## src/include/core_consts.svh

```systemverilog
// ####################
// Core sizing constants
// ####################

`ifndef CORE_CONSTS_SVH
`define CORE_CONSTS_SVH

// Instruction queue depth
`define IQ_ENTRIES 4

// Datapath width in bits
`define XLEN 32

// Architectural integer registers
`define NUM_REGS 32

`endif

```

## src/hdl/core_pkg.sv

```systemverilog
// ####################
// Core types shared by the decode, execute and queue blocks
// ####################

package core_pkg;

    // R-type field layout
    typedef struct packed {
        logic [6:0] funct7;
        logic [4:0] rs2;
        logic [4:0] rs1;
        logic [2:0] funct3;
        logic [4:0] rd;
        logic [6:0] opcode;
    } r_fields_t;

    // I-type field layout
    typedef struct packed {
        logic [11:0] imm12;
        logic [4:0]  rs1;
        logic [2:0]  funct3;
        logic [4:0]  rd;
        logic [6:0]  opcode;
    } i_fields_t;

    // One instruction word, seen either way
    typedef union packed {
        r_fields_t r_fields;
        i_fields_t i_fields;
    } instr_u;

    typedef enum logic [2:0] {
        OP_ADD,
        OP_SUB,
        OP_AND,
        OP_OR,
        OP_XOR,
        OP_SLT,
        OP_NONE
    } alu_op_e;

    // Queue entry with arrival tag
    typedef struct packed {
        instr_u     word;
        logic [7:0] tag;
    } iq_entry_t;

endpackage

```

## src/hdl/stage_if.sv

```systemverilog
// ####################
// Stage links from decode to execute and execute to writeback
// ####################

`include "core_consts.svh"

interface issue_if
    import core_pkg::*;
();
    logic              valid;
    alu_op_e           op;
    logic [`XLEN-1:0]  operand_a;
    logic [`XLEN-1:0]  operand_b;
    logic [4:0]        rd;
    logic              illegal;
    logic [7:0]        tag;
    logic              stall;
    // Destination still pending in execute
    logic [4:0]        ex_busy_rd;

    modport decode (output valid, op, operand_a, operand_b, rd, illegal, tag,
                    input stall, ex_busy_rd);
    modport execute (input valid, op, operand_a, operand_b, rd, illegal, tag,
                     output stall, ex_busy_rd);
endinterface

interface exec_if;
    logic             valid;
    logic [4:0]       rd;
    logic [`XLEN-1:0] value;
    logic             illegal;
    logic [7:0]       tag;
    logic             stall;

    modport execute (output valid, rd, value, illegal, tag, input stall);
    modport writeback (input valid, rd, value, illegal, tag, output stall);
endinterface

```

## src/hdl/instr_queue.sv

```systemverilog
// ####################
// Circular instruction buffer, registered head output
// ####################

`include "core_consts.svh"

module instr_queue
    import core_pkg::*;
(
    input  logic      clk,
    input  logic      reset,
    input  logic      write,
    input  logic      read,
    input  iq_entry_t data_in,
    output iq_entry_t data_out,
    output logic      valid_out,
    output logic      empty,
    output logic      full
);

    localparam int PTR_W = $clog2(`IQ_ENTRIES);
    localparam int CNT_W = PTR_W + 1;

    iq_entry_t        mem [`IQ_ENTRIES];
    logic [PTR_W-1:0] head;
    logic [PTR_W-1:0] tail;
    logic [CNT_W-1:0] count;
    logic             load_out;
    logic             from_mem;
    logic             bypass;
    logic             store;

    // Count covers the array only, the head word sits in data_out
    assign empty = !valid_out;
    assign full  = (count == CNT_W'(`IQ_ENTRIES));

    // Output register refills when idle or when its word is taken
    assign load_out = empty || read;
    assign from_mem = load_out && (count != '0);
    assign bypass   = load_out && (count == '0) && write;
    assign store    = write && !bypass;

    always_ff @(posedge clk) begin
        if (reset) begin
            head      <= '0;
            tail      <= '0;
            count     <= '0;
            valid_out <= 1'b0;
        end else begin
            if (store) begin
                tail <= (tail == PTR_W'(`IQ_ENTRIES - 1)) ? '0 : tail + 1'b1;
            end
            if (from_mem) begin
                head <= (head == PTR_W'(`IQ_ENTRIES - 1)) ? '0 : head + 1'b1;
            end
            if (load_out) begin
                valid_out <= from_mem || bypass;
            end
            count <= count + CNT_W'(store) - CNT_W'(from_mem);
        end
    end

    always_ff @(posedge clk) begin
        if (store) begin
            mem[tail] <= data_in;
        end
        if (from_mem) begin
            data_out <= mem[head];
        end else if (bypass) begin
            data_out <= data_in;
        end
    end

    // Producer must respect full
    a_no_write_full : assert property (@(posedge clk) disable iff (reset)
        full |-> !write);

endmodule

```

## src/hdl/decode_unit.sv

```systemverilog
// ####################
// Decode, register read and RAW hazard stall
// ####################

`include "core_consts.svh"

module decode_unit
    import core_pkg::*;
(
    input  logic             clk,
    input  logic             reset,
    input  iq_entry_t        q_entry,
    input  logic             q_valid,
    output logic             q_read,
    output logic [4:0]       rf_raddr_a,
    output logic [4:0]       rf_raddr_b,
    input  logic [`XLEN-1:0] rf_rdata_a,
    input  logic [`XLEN-1:0] rf_rdata_b,
    input  logic [4:0]       wb_busy_rd,
    issue_if.decode          issue
);

    localparam logic [6:0] OPC_REG = 7'b0110011;
    localparam logic [6:0] OPC_IMM = 7'b0010011;

    instr_u           word;
    logic             is_r;
    logic             is_i;
    logic             legal_r;
    logic             legal_i;
    alu_op_e          op;
    logic             illegal;
    logic [`XLEN-1:0] imm;
    logic [4:0]       own_busy_rd;
    logic             hazard;
    logic             load;

    function automatic logic reg_busy(input logic [4:0] rs, input logic [4:0] a,
                                      input logic [4:0] b, input logic [4:0] c);
        return (rs != 5'd0) && (rs == a || rs == b || rs == c);
    endfunction

    assign word = q_entry.word;
    assign is_r = (word.r_fields.opcode == OPC_REG);
    assign is_i = (word.i_fields.opcode == OPC_IMM);

    always_comb begin
        op = OP_NONE;
        if (is_r) begin
            case ({word.r_fields.funct7, word.r_fields.funct3})
                {7'b0000000, 3'b000}: op = OP_ADD;
                {7'b0100000, 3'b000}: op = OP_SUB;
                {7'b0000000, 3'b111}: op = OP_AND;
                {7'b0000000, 3'b110}: op = OP_OR;
                {7'b0000000, 3'b100}: op = OP_XOR;
                {7'b0000000, 3'b010}: op = OP_SLT;
                default:              op = OP_NONE;
            endcase
        end else if (is_i) begin
            case (word.i_fields.funct3)
                3'b000:  op = OP_ADD;
                3'b111:  op = OP_AND;
                3'b110:  op = OP_OR;
                3'b100:  op = OP_XOR;
                3'b010:  op = OP_SLT;
                default: op = OP_NONE;
            endcase
        end
    end

    // Legal encodings, checked apart from the op table
    assign legal_r = is_r &&
        ((word.r_fields.funct7 == 7'b0000000 &&
          word.r_fields.funct3 inside {3'b000, 3'b010, 3'b100, 3'b110, 3'b111}) ||
         (word.r_fields.funct7 == 7'b0100000 && word.r_fields.funct3 == 3'b000));
    assign legal_i = is_i &&
        (word.i_fields.funct3 inside {3'b000, 3'b010, 3'b100, 3'b110, 3'b111});

    assign illegal    = !(legal_r || legal_i);
    assign imm        = {{(`XLEN - 12){word.i_fields.imm12[11]}}, word.i_fields.imm12};
    assign rf_raddr_a = word.r_fields.rs1;
    assign rf_raddr_b = word.r_fields.rs2;

    // The word held in our own output register is also in flight
    assign own_busy_rd = issue.valid ? issue.rd : 5'd0;
    assign hazard = !illegal &&
        (reg_busy(rf_raddr_a, wb_busy_rd, issue.ex_busy_rd, own_busy_rd) ||
         (is_r && reg_busy(rf_raddr_b, wb_busy_rd, issue.ex_busy_rd, own_busy_rd)));

    assign load   = q_valid && !hazard && (!issue.valid || !issue.stall);
    assign q_read = load;

    always_ff @(posedge clk) begin
        if (reset) begin
            issue.valid <= 1'b0;
        end else if (!issue.valid || !issue.stall) begin
            issue.valid <= load;
        end
    end

    always_ff @(posedge clk) begin
        if (load) begin
            issue.op        <= op;
            issue.operand_a <= illegal ? '0 : rf_rdata_a;
            issue.operand_b <= illegal ? '0 : (is_r ? rf_rdata_b : imm);
            issue.rd        <= illegal ? 5'd0 : word.r_fields.rd;
            issue.illegal   <= illegal;
            issue.tag       <= q_entry.tag;
        end
    end

    // Every legal issue carries a real operation
    a_legal_has_op : assert property (@(posedge clk) disable iff (reset)
        issue.valid && !issue.illegal |-> issue.op != OP_NONE);

endmodule

```

## src/hdl/alu_execute.sv

```systemverilog
// ####################
// Single-stage ALU holding one result
// ####################

`include "core_consts.svh"

module alu_execute
    import core_pkg::*;
(
    input  logic      clk,
    input  logic      reset,
    issue_if.execute  issue,
    exec_if.execute   result
);

    logic [`XLEN-1:0] alu_value;
    logic             take;

    // Blocked only while our result waits on writeback
    assign issue.stall = result.valid && result.stall;
    assign take        = !issue.stall;

    always_comb begin
        case (issue.op)
            OP_ADD:  alu_value = issue.operand_a + issue.operand_b;
            OP_SUB:  alu_value = issue.operand_a - issue.operand_b;
            OP_AND:  alu_value = issue.operand_a & issue.operand_b;
            OP_OR:   alu_value = issue.operand_a | issue.operand_b;
            OP_XOR:  alu_value = issue.operand_a ^ issue.operand_b;
            OP_SLT: begin
                alu_value = {{(`XLEN - 1){1'b0}},
                             $signed(issue.operand_a) < $signed(issue.operand_b)};
            end
            default: alu_value = '0;
        endcase
    end

    always_ff @(posedge clk) begin
        if (reset) begin
            result.valid <= 1'b0;
        end else if (take) begin
            result.valid <= issue.valid;
        end
    end

    always_ff @(posedge clk) begin
        if (take && issue.valid) begin
            result.rd      <= issue.rd;
            result.value   <= issue.illegal ? '0 : alu_value;
            result.illegal <= issue.illegal;
            result.tag     <= issue.tag;
        end
    end

    // Destination not yet visible in the register file
    assign issue.ex_busy_rd = result.valid ? result.rd : 5'd0;

endmodule

```

## src/hdl/result_writeback.sv

```systemverilog
// ####################
// Register file and four-phase result port
// ####################

`include "core_consts.svh"

module result_writeback (
    input  logic             clk,
    input  logic             reset,
    exec_if.writeback        result,
    input  logic [4:0]       rf_raddr_a,
    input  logic [4:0]       rf_raddr_b,
    output logic [`XLEN-1:0] rf_rdata_a,
    output logic [`XLEN-1:0] rf_rdata_b,
    output logic [4:0]       wb_busy_rd,
    output logic             result_req,
    input  logic             result_ack,
    output logic [4:0]       result_rd,
    output logic [`XLEN-1:0] result_value,
    output logic             result_illegal,
    output logic [7:0]       result_tag
);

    logic [`XLEN-1:0] regs [`NUM_REGS];
    logic             accept;
    logic             retire;

    // No new result while a req is up or the last ack is still high
    assign result.stall = result_req || result_ack;
    assign accept       = result.valid && !result.stall;
    assign retire       = result_req && result_ack;

    always_ff @(posedge clk) begin
        if (reset) begin
            result_req <= 1'b0;
        end else if (accept) begin
            result_req <= 1'b1;
        end else if (retire) begin
            result_req <= 1'b0;
        end
    end

    always_ff @(posedge clk) begin
        if (accept) begin
            result_rd      <= result.rd;
            result_value   <= result.value;
            result_illegal <= result.illegal;
            result_tag     <= result.tag;
        end
    end

    // Architectural state starts at zero
    always_ff @(posedge clk) begin
        if (reset) begin
            for (int i = 0; i < `NUM_REGS; i++) begin
                regs[i] <= '0;
            end
        end else if (retire && !result_illegal && result_rd != 5'd0) begin
            regs[result_rd] <= result_value;
        end
    end

    // x0 reads as zero
    assign rf_rdata_a = (rf_raddr_a == 5'd0) ? '0 : regs[rf_raddr_a];
    assign rf_rdata_b = (rf_raddr_b == 5'd0) ? '0 : regs[rf_raddr_b];

    assign wb_busy_rd = result_req ? result_rd : 5'd0;

    // Offered data holds until the consumer acks
    a_result_stable : assert property (@(posedge clk) disable iff (reset)
        result_req && !result_ack |=> result_req &&
        $stable({result_rd, result_value, result_illegal, result_tag}));

endmodule

```

## src/hdl/mini_core_top.sv

```systemverilog
// ####################
// Core slice top with four-phase instruction and result ports
// ####################

`include "core_consts.svh"

module mini_core_top
    import core_pkg::*;
(
    input  logic             clk,
    input  logic             reset,
    input  logic             instr_req,
    input  logic [`XLEN-1:0] instr_word,
    output logic             instr_ack,
    output logic             result_req,
    input  logic             result_ack,
    output logic [4:0]       result_rd,
    output logic [`XLEN-1:0] result_value,
    output logic             result_illegal,
    output logic [7:0]       result_tag
);

    iq_entry_t        in_entry;
    logic             in_pending;
    logic [7:0]       next_tag;
    logic             accept;
    iq_entry_t        q_entry;
    logic             q_valid;
    logic             q_read;
    logic             q_full;
    logic [4:0]       rf_raddr_a;
    logic [4:0]       rf_raddr_b;
    logic [`XLEN-1:0] rf_rdata_a;
    logic [`XLEN-1:0] rf_rdata_b;
    logic [4:0]       wb_busy_rd;

    issue_if issue_bus ();
    exec_if  exec_bus ();

    // Take a word once per req, only with room in the queue
    assign accept = instr_req && !instr_ack && !q_full;

    always_ff @(posedge clk) begin
        if (reset) begin
            instr_ack  <= 1'b0;
            in_pending <= 1'b0;
            next_tag   <= 8'd0;
        end else begin
            in_pending <= accept;
            if (accept) begin
                instr_ack <= 1'b1;
                next_tag  <= next_tag + 8'd1;
            end else if (instr_ack && !instr_req) begin
                instr_ack <= 1'b0;
            end
        end
    end

    always_ff @(posedge clk) begin
        if (accept) begin
            in_entry.word <= instr_word;
            in_entry.tag  <= next_tag;
        end
    end

    instr_queue instr_queue_i (
        .clk       (clk),
        .reset     (reset),
        .write     (in_pending),
        .read      (q_read),
        .data_in   (in_entry),
        .data_out  (q_entry),
        .valid_out (q_valid),
        .empty     (),
        .full      (q_full)
    );

    decode_unit decode_unit_i (
        .clk        (clk),
        .reset      (reset),
        .q_entry    (q_entry),
        .q_valid    (q_valid),
        .q_read     (q_read),
        .rf_raddr_a (rf_raddr_a),
        .rf_raddr_b (rf_raddr_b),
        .rf_rdata_a (rf_rdata_a),
        .rf_rdata_b (rf_rdata_b),
        .wb_busy_rd (wb_busy_rd),
        .issue      (issue_bus.decode)
    );

    alu_execute alu_execute_i (
        .clk    (clk),
        .reset  (reset),
        .issue  (issue_bus.execute),
        .result (exec_bus.execute)
    );

    result_writeback result_writeback_i (
        .clk            (clk),
        .reset          (reset),
        .result         (exec_bus.writeback),
        .rf_raddr_a     (rf_raddr_a),
        .rf_raddr_b     (rf_raddr_b),
        .rf_rdata_a     (rf_rdata_a),
        .rf_rdata_b     (rf_rdata_b),
        .wb_busy_rd     (wb_busy_rd),
        .result_req     (result_req),
        .result_ack     (result_ack),
        .result_rd      (result_rd),
        .result_value   (result_value),
        .result_illegal (result_illegal),
        .result_tag     (result_tag)
    );

endmodule

```

## config.mk

```make
export PLATFORM = sky130hd
export DESIGN_NAME = mini_core_top
export DESIGN_NICKNAME = d
export VERILOG_FILES = /design/src/hdl/core_pkg.sv /design/src/hdl/stage_if.sv /design/src/hdl/instr_queue.sv /design/src/hdl/decode_unit.sv /design/src/hdl/alu_execute.sv /design/src/hdl/result_writeback.sv /design/src/hdl/mini_core_top.sv
export VERILOG_INCLUDE_DIRS = /design/src /design/src/include
export SDC_FILE = /design/constraint.sdc
export NUM_CORES = 2
export LEC_CHECK = 0
export BUFFER_PORTS_ARGS = -buffer_cell sky130_fd_sc_hd__buf_2
export CORE_ASPECT_RATIO = 1.2
export CORE_MARGIN = 4
export CORE_UTILIZATION = 60
export DETAILED_ROUTE_END_ITERATION = 10
export MAX_ROUTING_LAYER = met4
export PLACE_DENSITY_LB_ADDON = 0.05
export RECOVER_POWER = 100
export SLEW_MARGIN = 20
export SYNTH_ARGS = -nofsm -noshare
export SYNTH_HDL_FRONTEND = slang
export SYNTH_SLANG_ARGS = --single-unit
```

## constraint.sdc

```tcl
create_clock -name clk -period 24.5 [get_ports clk]
set_clock_uncertainty 0.15 [all_clocks]
set_input_delay 4.9 -clock clk [delete_from_list [all_inputs] [get_ports clk]]
set_output_delay 4.9 -clock clk [all_outputs]
set_load 0.05 [all_outputs]
```

---- After elaboration in Yosys (flattened, before gate mapping) ----
Memory sizes are Yosys's and may differ from the RTL's. A register that Yosys moved wholly into a read port is not among the register bits.
Index checks and enable logic that the tools add are counted.
operators by class
  $add $sub $neg .......................... 7
  multipliers ............................. 0
  div/mod/pow operators ................... 0
  $lt $le $gt $ge ......................... 1
  eq/ne operators ......................... 26
  shift-type cells ........................ 0
  mux-type cells .......................... 31
  bitwise gates (word level) .............. 4
  reduce and logical (&&, ||, !) cells .... 62
operators with widths
  cell                                                  count
  one-hot mux 32 bit (6 select lines)                   1
  2-to-1 mux 32 bit                                     3
  2-to-1 mux 40 bit                                     2
  adder 32 bit                                          1
  bitwise AND 32 bit                                    1
  < comparator 32 bit                                   1
  bitwise OR 32 bit                                     1
  OR reduction 32 bit                                   1
  subtractor 32 bit                                     1
  bitwise XOR 32 bit                                    1
  equality test 10 x 3 -> 1 bit, second input constant  3
  equality test 5 bit                                   6
  2-to-1 mux 5 bit                                      5
  logical AND 1 bit                                     23
  nonzero test 5 bit                                    4
  equality test 3 bit, second input constant            6
  one-hot mux 3 bit (6 select lines)                    1
  one-hot mux 3 bit (5 select lines)                    1
  equality test 7 x 6 -> 1 bit, second input constant   2
  2-to-1 mux 1 bit                                      12
  zero test 1 bit                                       11
  logical OR 1 bit                                      11
  equality test 10 x 2 -> 1 bit, second input constant  1
  equality test 10 x 9 -> 1 bit, second input constant  1
  other kinds (18)                                      31
word-level totals
  flip-flop bits (word level) ............. 242
  latch bits .............................. 0
  memory bits (writable) .................. 1184
  bits in read-only memories .............. 0
  input bits .............................. 36
  output and inout bits ................... 48
  memories kept ........................... 2
memories
  name                     words  bits a word  rd ports  clocked after Yosys merged registers in  wr ports  RTL line                RTL
  result_writeback_i.regs  32     32           2         2                                        32        result_writeback.sv:24  logic [`XLEN-1:0] regs [`NUM_REGS];
  instr_queue_i.mem        4      40           1         1                                        1         instr_queue.sv:24       iq_entry_t mem [`IQ_ENTRIES];

---- Logic depth before layout (Yosys ltp) ----
  depth after elaboration ................. 18
  gate-level depth with buffers ........... 20
  gate-level depth less buffers ........... 16

---- Cells and area by module ----
From an unflattened synthesis, not the netlist that was laid out.
unflattened totals
  cells, all modules ...................... 5314
  area, all modules ....................... 76758.6 um^2
modules (own cells, without submodules)
  module            times used  cells each  area each (um^2)  sequential area each (um^2)
  result_writeback  1           3673        56295.2           32150.8
  instr_queue       1           350         8141.6            6206.0
  alu_execute       1           899         6862.8            1401.3
  decode_unit       1           307         3836.2            2452.4
  mini_core_top     1           85          1622.8            1401.3

---- Least setup slack after synthesis ----
OpenSTA, ideal clock, no wires.
  path kind ............................... in2reg
  start ................................... in result_ack
  end ..................................... reg decode_unit_i.issue.illegal (enable)
  data arrival time ....................... 13.703 ns
  slack ................................... 9.896 ns
  stages on the path ...................... 3
  path buffers ............................ 0
  path through ............................ o21a_1 -> and2_1 -> nor4b_1
between the ends
  word-level cells in the longest chain between the ends .. 5
RTL lines
  element                   RTL line                RTL
  start, declared           mini_core_top.sv:16     input logic result_ack,
  logical OR 1 bit          result_writeback.sv:29  assign result.stall = result_req || result_ack;
  logical AND 1 bit         alu_execute.sv:20       assign issue.stall = result.valid && result.stall;
  zero test 1 bit           decode_unit.sv:90       assign load = q_valid && !hazard && (!issue.valid || !issue.stall);
  logical OR 1 bit          decode_unit.sv:90
  logical AND 1 bit         decode_unit.sv:90
  via decode_unit_i.q_read  decode_unit.sv:14       output logic q_read,
  end, declared             stage_if.sv:21          modport decode (output valid, op, operand_a, operand_b, rd, illegal, tag,
The timed path passes the listed nets, and every way through them passes these cells.
A chain may end at the register's enable or synchronous reset.

---- Worst setup path in the final report ----
  start ................................... reg instr_queue_i.data_out[23] in the netlist's numbering
  end ..................................... reg decode_unit_i.issue.operand_a[30], read port of result_writeback_i.regs, data pin
between the ends
  word-level cells in the longest chain between the ends .. 9
  elaborated cells between the ends (all ways) .. 14
  those cells by class .................... 3 x eq/ne; 11 x reduce/logical
RTL lines
  element                         RTL line           RTL
  start, declared                 instr_queue.sv:15  output iq_entry_t data_out,
  start signal, assigned          instr_queue.sv:68  data_out <= mem[head];
  start signal, assigned          instr_queue.sv:70  data_out <= data_in;
  equality test 5 bit             decode_unit.sv:40  return (rs != 5'd0) && (rs == a || rs == b || rs == c);
  logical OR 1 bit (2 in a row)   decode_unit.sv:40
  logical AND 1 bit               decode_unit.sv:40
  logical OR 1 bit                decode_unit.sv:87  (reg_busy(rf_raddr_a, wb_busy_rd, issue.ex_busy_rd, own_busy_rd) ||
  logical AND 1 bit               decode_unit.sv:86  assign hazard = !illegal &&
  zero test 1 bit                 decode_unit.sv:90
  logical AND 1 bit (2 in a row)  decode_unit.sv:90
  end, declared                   stage_if.sv:21
Several ways; a longest one is shown, not always the timed one.

==> results_dict.tcl <==
set metrics [dict create \
    peakVddDrop_mv 0.0986 \
    status "complete, but fails checks" \
    hold_violations 0 \
    drive_gt1_frac 0.215 \
    dr.pass1.iters 6 \
    start_util 0.605 \
    num_vias 44700 \
    place_ws_ns 15.53 \
    ctsResizeCount 0 \
    setup_slack_ns 11.02 \
    ys.flop_type "edfxtp_1" \
    p_per_area_mw_per_mm2 110 \
    wire_per_inst_um 34.3 \
    violations "capacitance limit, slew limit" \
    grt_pass1_wl_mm 320 \
    cp_max_fo 91 \
    cts_made_buffers 151 \
    grt-ovfl-total 0 \
    die_w_um 332 \
    grt_max_degree 115 \
    die_y_um 397 \
    critPathLaunchType "register" \
    path_clk_slew_ns 0.07 \
    cts_setup_buffers 0 \
    ys_types 93 \
    cp.arrival_ns 13.84 \
    setup_viol 0 \
    clock_latency_ns 0.80 \
    drtIter0Drc 6006 \
    rrSetupSlack_ns 11.02 \
    synthTopCellsByArea "edfxtp_1, mux4_2, and2_1" \
    area_delta_synth_final_pct 8.16 \
    numClockSinks 1465 \
    core-area_mm2 0.125 \
    cts_max_level 4 \
    critPathKind "reg -> reg" \
    end_kind "register" \
    hpwl_mm 140 \
    synth-seq-cells 1465 \
    placement.io_buffers 83 \
    slew_violations 4070 \
    grt_usage 0.354 \
    synth_warnings 0 \
    period_share 0.550 \
    drc 0 \
    syn_area_per_cell_um2 15.6 \
    min_path_type "reg -> reg" \
    nNetsFinal 4922 \
    slew_headroom -4.72 \
    p_leak_uw 0.0280 \
    ys_seq_area_frac 0.578 \
    std_cell_rows 142 \
    whs_endpoint "result_writeback_i.result_value[8]$_DFFE_PP_" \
    r2r-start "instr_queue_i.data_out[23]$_DFFE_PN_" \
    rsz0062_at_grt "false" \
    async_flop_share 0 \
    min_path_cells 0 \
    syn-instance-count 4846 \
    synth_top_area_cell "edfxtp_1" \
    timing.max_cap.violations 117 \
    viasPerCell 6.80 \
    globalplace.congestion 0.935 \
    cts-root-buf "clkbuf_16" \
    wl_mm 225 \
    clk_path_buf_depth 3 \
    yosysTopAreaCellShare 0.570 \
    max_slew.worst_pin.slew_ns 8.59 \
    r2r_end "decode_unit_i.issue.operand_a[30]$_SDFFCE_PP0P_" \
    crit_required_ns 24.86 \
    ant_nets 0 \
    num_io_pins 84 \
    worstHoldStart "alu_execute_i.result.value[8]$_SDFFCE_PP0P_" \
    grt_pass1_vias 44400 \
    antenna_found_initial 25 \
    fin_crit_ns 13.48 \
    reg2reg_depth 7 \
    cts_tree "done" \
    setup_tns_ns 0 \
    die-area_mm2 0.132 \
    postCtsHoldBufs 0 \
    timing.fmax_ghz 0.0742 \
    synth_edf_count 1437 \
    synth_area_mm2 0.0756 \
]
## synth_stat cells (all sizes together) (12+ instances only)
master  count
and2     1005
inv       114
o21bai     14
mux2i      39
o22a       12
clkbuf    330
or2        35
ha        104
nor2      218
a22oi      38
xor2       17
dfxtp      28
nand3      21
edfxtp   1437
a21o       13
o22ai      29
mux2       75
o211ai     12
o31ai      13
nor2b      13
buf       112
mux4      680
nand3b     12
o21ai      57
a211oi     15
nor3       40
a31oi      14
xnor2      28
nand2      76
a21oi     104
## sequential cells by signal (all words and copies together) (netlist names), 5 cells and up, named ones only
| register | count |
|---|---|
| result_writeback_i.result_tag | 8 |
| instr_queue_i.mem | 160 |
| alu_execute_i.result.rd | 5 |
| decode_unit_i.issue.operand_a | 32 |
| alu_execute_i.result.value | 32 |
| result_writeback_i.result_rd | 5 |
| decode_unit_i.issue.tag | 8 |
| in_entry | 40 |
| alu_execute_i.result.tag | 8 |
| instr_queue_i.data_out | 40 |
| result_writeback_i.regs | 1024 |
| decode_unit_i.issue.operand_b | 32 |
| result_writeback_i.result_value | 32 |
| decode_unit_i.issue.rd | 5 |
| next_tag | 8 |
## cells in the final DEF (no fill, tap or decap), drive strengths merged, types with 14 or more instances in the layout
master	n
clkinv	68
a211oi	15
or2	35
mux4	680
o21ai	57
mux2	75
o21bai	14
nand2	76
a22oi	38
xor2	17
mux2i	39
clkbuf	289
nor2	218
conb	32
ha	104
dfxtp	28
xnor2	28
o22ai	29
inv	123
edfxtp	1437
nand3	21
buf	86
and2	1005
nor3	40
a31oi	14
a21oi	104
## kinds of logic (layout without fill, tap and decap cells)
kind of cell	Yosys count	in the layout	synth area share
XOR/XNOR	45	45	0.00521
buffers and inverters	556	582	0.0296
AO/OA/AOI/OAI	393	393	0.0354
other	1	38	0.0000496
adder cells (fa/ha/maj)	107	107	0.0180
flip-flops	1465	1465	0.578
multiplexers	794	794	0.221
AND/OR/NAND/NOR	1485	1485	0.113
## power by group
part / switching [uW] / leakage [uW] / total, uW / internal, uW
registers: 204 / 0.0147 / 3200 / 2990
logic: 1960 / 0.0109 / 3480 / 1520
clock network: 1000 / 0.00238 / 2290 / 1290
total: 3160 / 0.0280 / 8960 / 5800
## per-layer routing
layer  wire, um  global-route usage
met3      22900              0.0699
met5          0                   -
met2     105000               0.536
met4      15300               0.181
met1      81900               0.464
## critical path, stage by stage (launching register included)
cell      delay, ns
edfxtp_1       0.32
clkbuf_1       1.68
clkbuf_1       6.11
clkbuf_1       2.55
mux4_2         0.77
mux4_2         0.50
mux2i_1        0.85
nor2_1         0.08
## per-stage QoR
step / total power, uW / utilization / hold WS, ns / area (um2) / cells
after detailed placement: 6640 / 0.620 / 0.255 / 77600 / 6282
after global routing: 9230 / 0.654 / 0.271 / 81800 / 6562
after floorplan: 5440 / - / 0.250 / 75800 / 4877
after global placement: 6610 / 0.620 / 0.252 / 77600 / 6282
after CTS: 8910 / 0.659 / 0.261 / 82500 / 6559
final: 8960 / 0.654 / 0.256 / 81800 / 6565
## layout make-up
class | count | area (um2)
antenna | 6 | 15.0
clock buffer | 184 | 3970
clock inverter | 93 | 881
fill | 8998 | 43300
inverter | 114 | 428
multi-input combinational | 2856 | 29800
sequential | 1465 | 43700
tap | 1656 | 2070
timing repair buffer | 191 | 937
## how the worst max path moves through the flow
stage / depth (start not counted) / slack, ns / end / start
after global placement: 6 / 15.54 / result_writeback_i.regs[17][31]$_SDFFCE_PN0P_ / result_ack
after global routing: 7 / 9.42 / decode_unit_i.issue.operand_a[3]$_SDFFCE_PP0P_ / instr_queue_i.data_out[23]$_DFFE_PN_
after detailed placement: 6 / 15.53 / result_writeback_i.regs[26][6]$_SDFFCE_PN0P_ / result_ack
final: 7 / 11.02 / decode_unit_i.issue.operand_a[30]$_SDFFCE_PP0P_ / instr_queue_i.data_out[23]$_DFFE_PN_
after floorplan: 3 / 9.90 / decode_unit_i.issue.illegal$_DFFE_PP_ / result_ack
after CTS: 6 / 16.37 / result_writeback_i.regs[26][16]$_SDFFCE_PN0P_ / result_ack
Note: power is estimated with default switching activity, not from simulation.
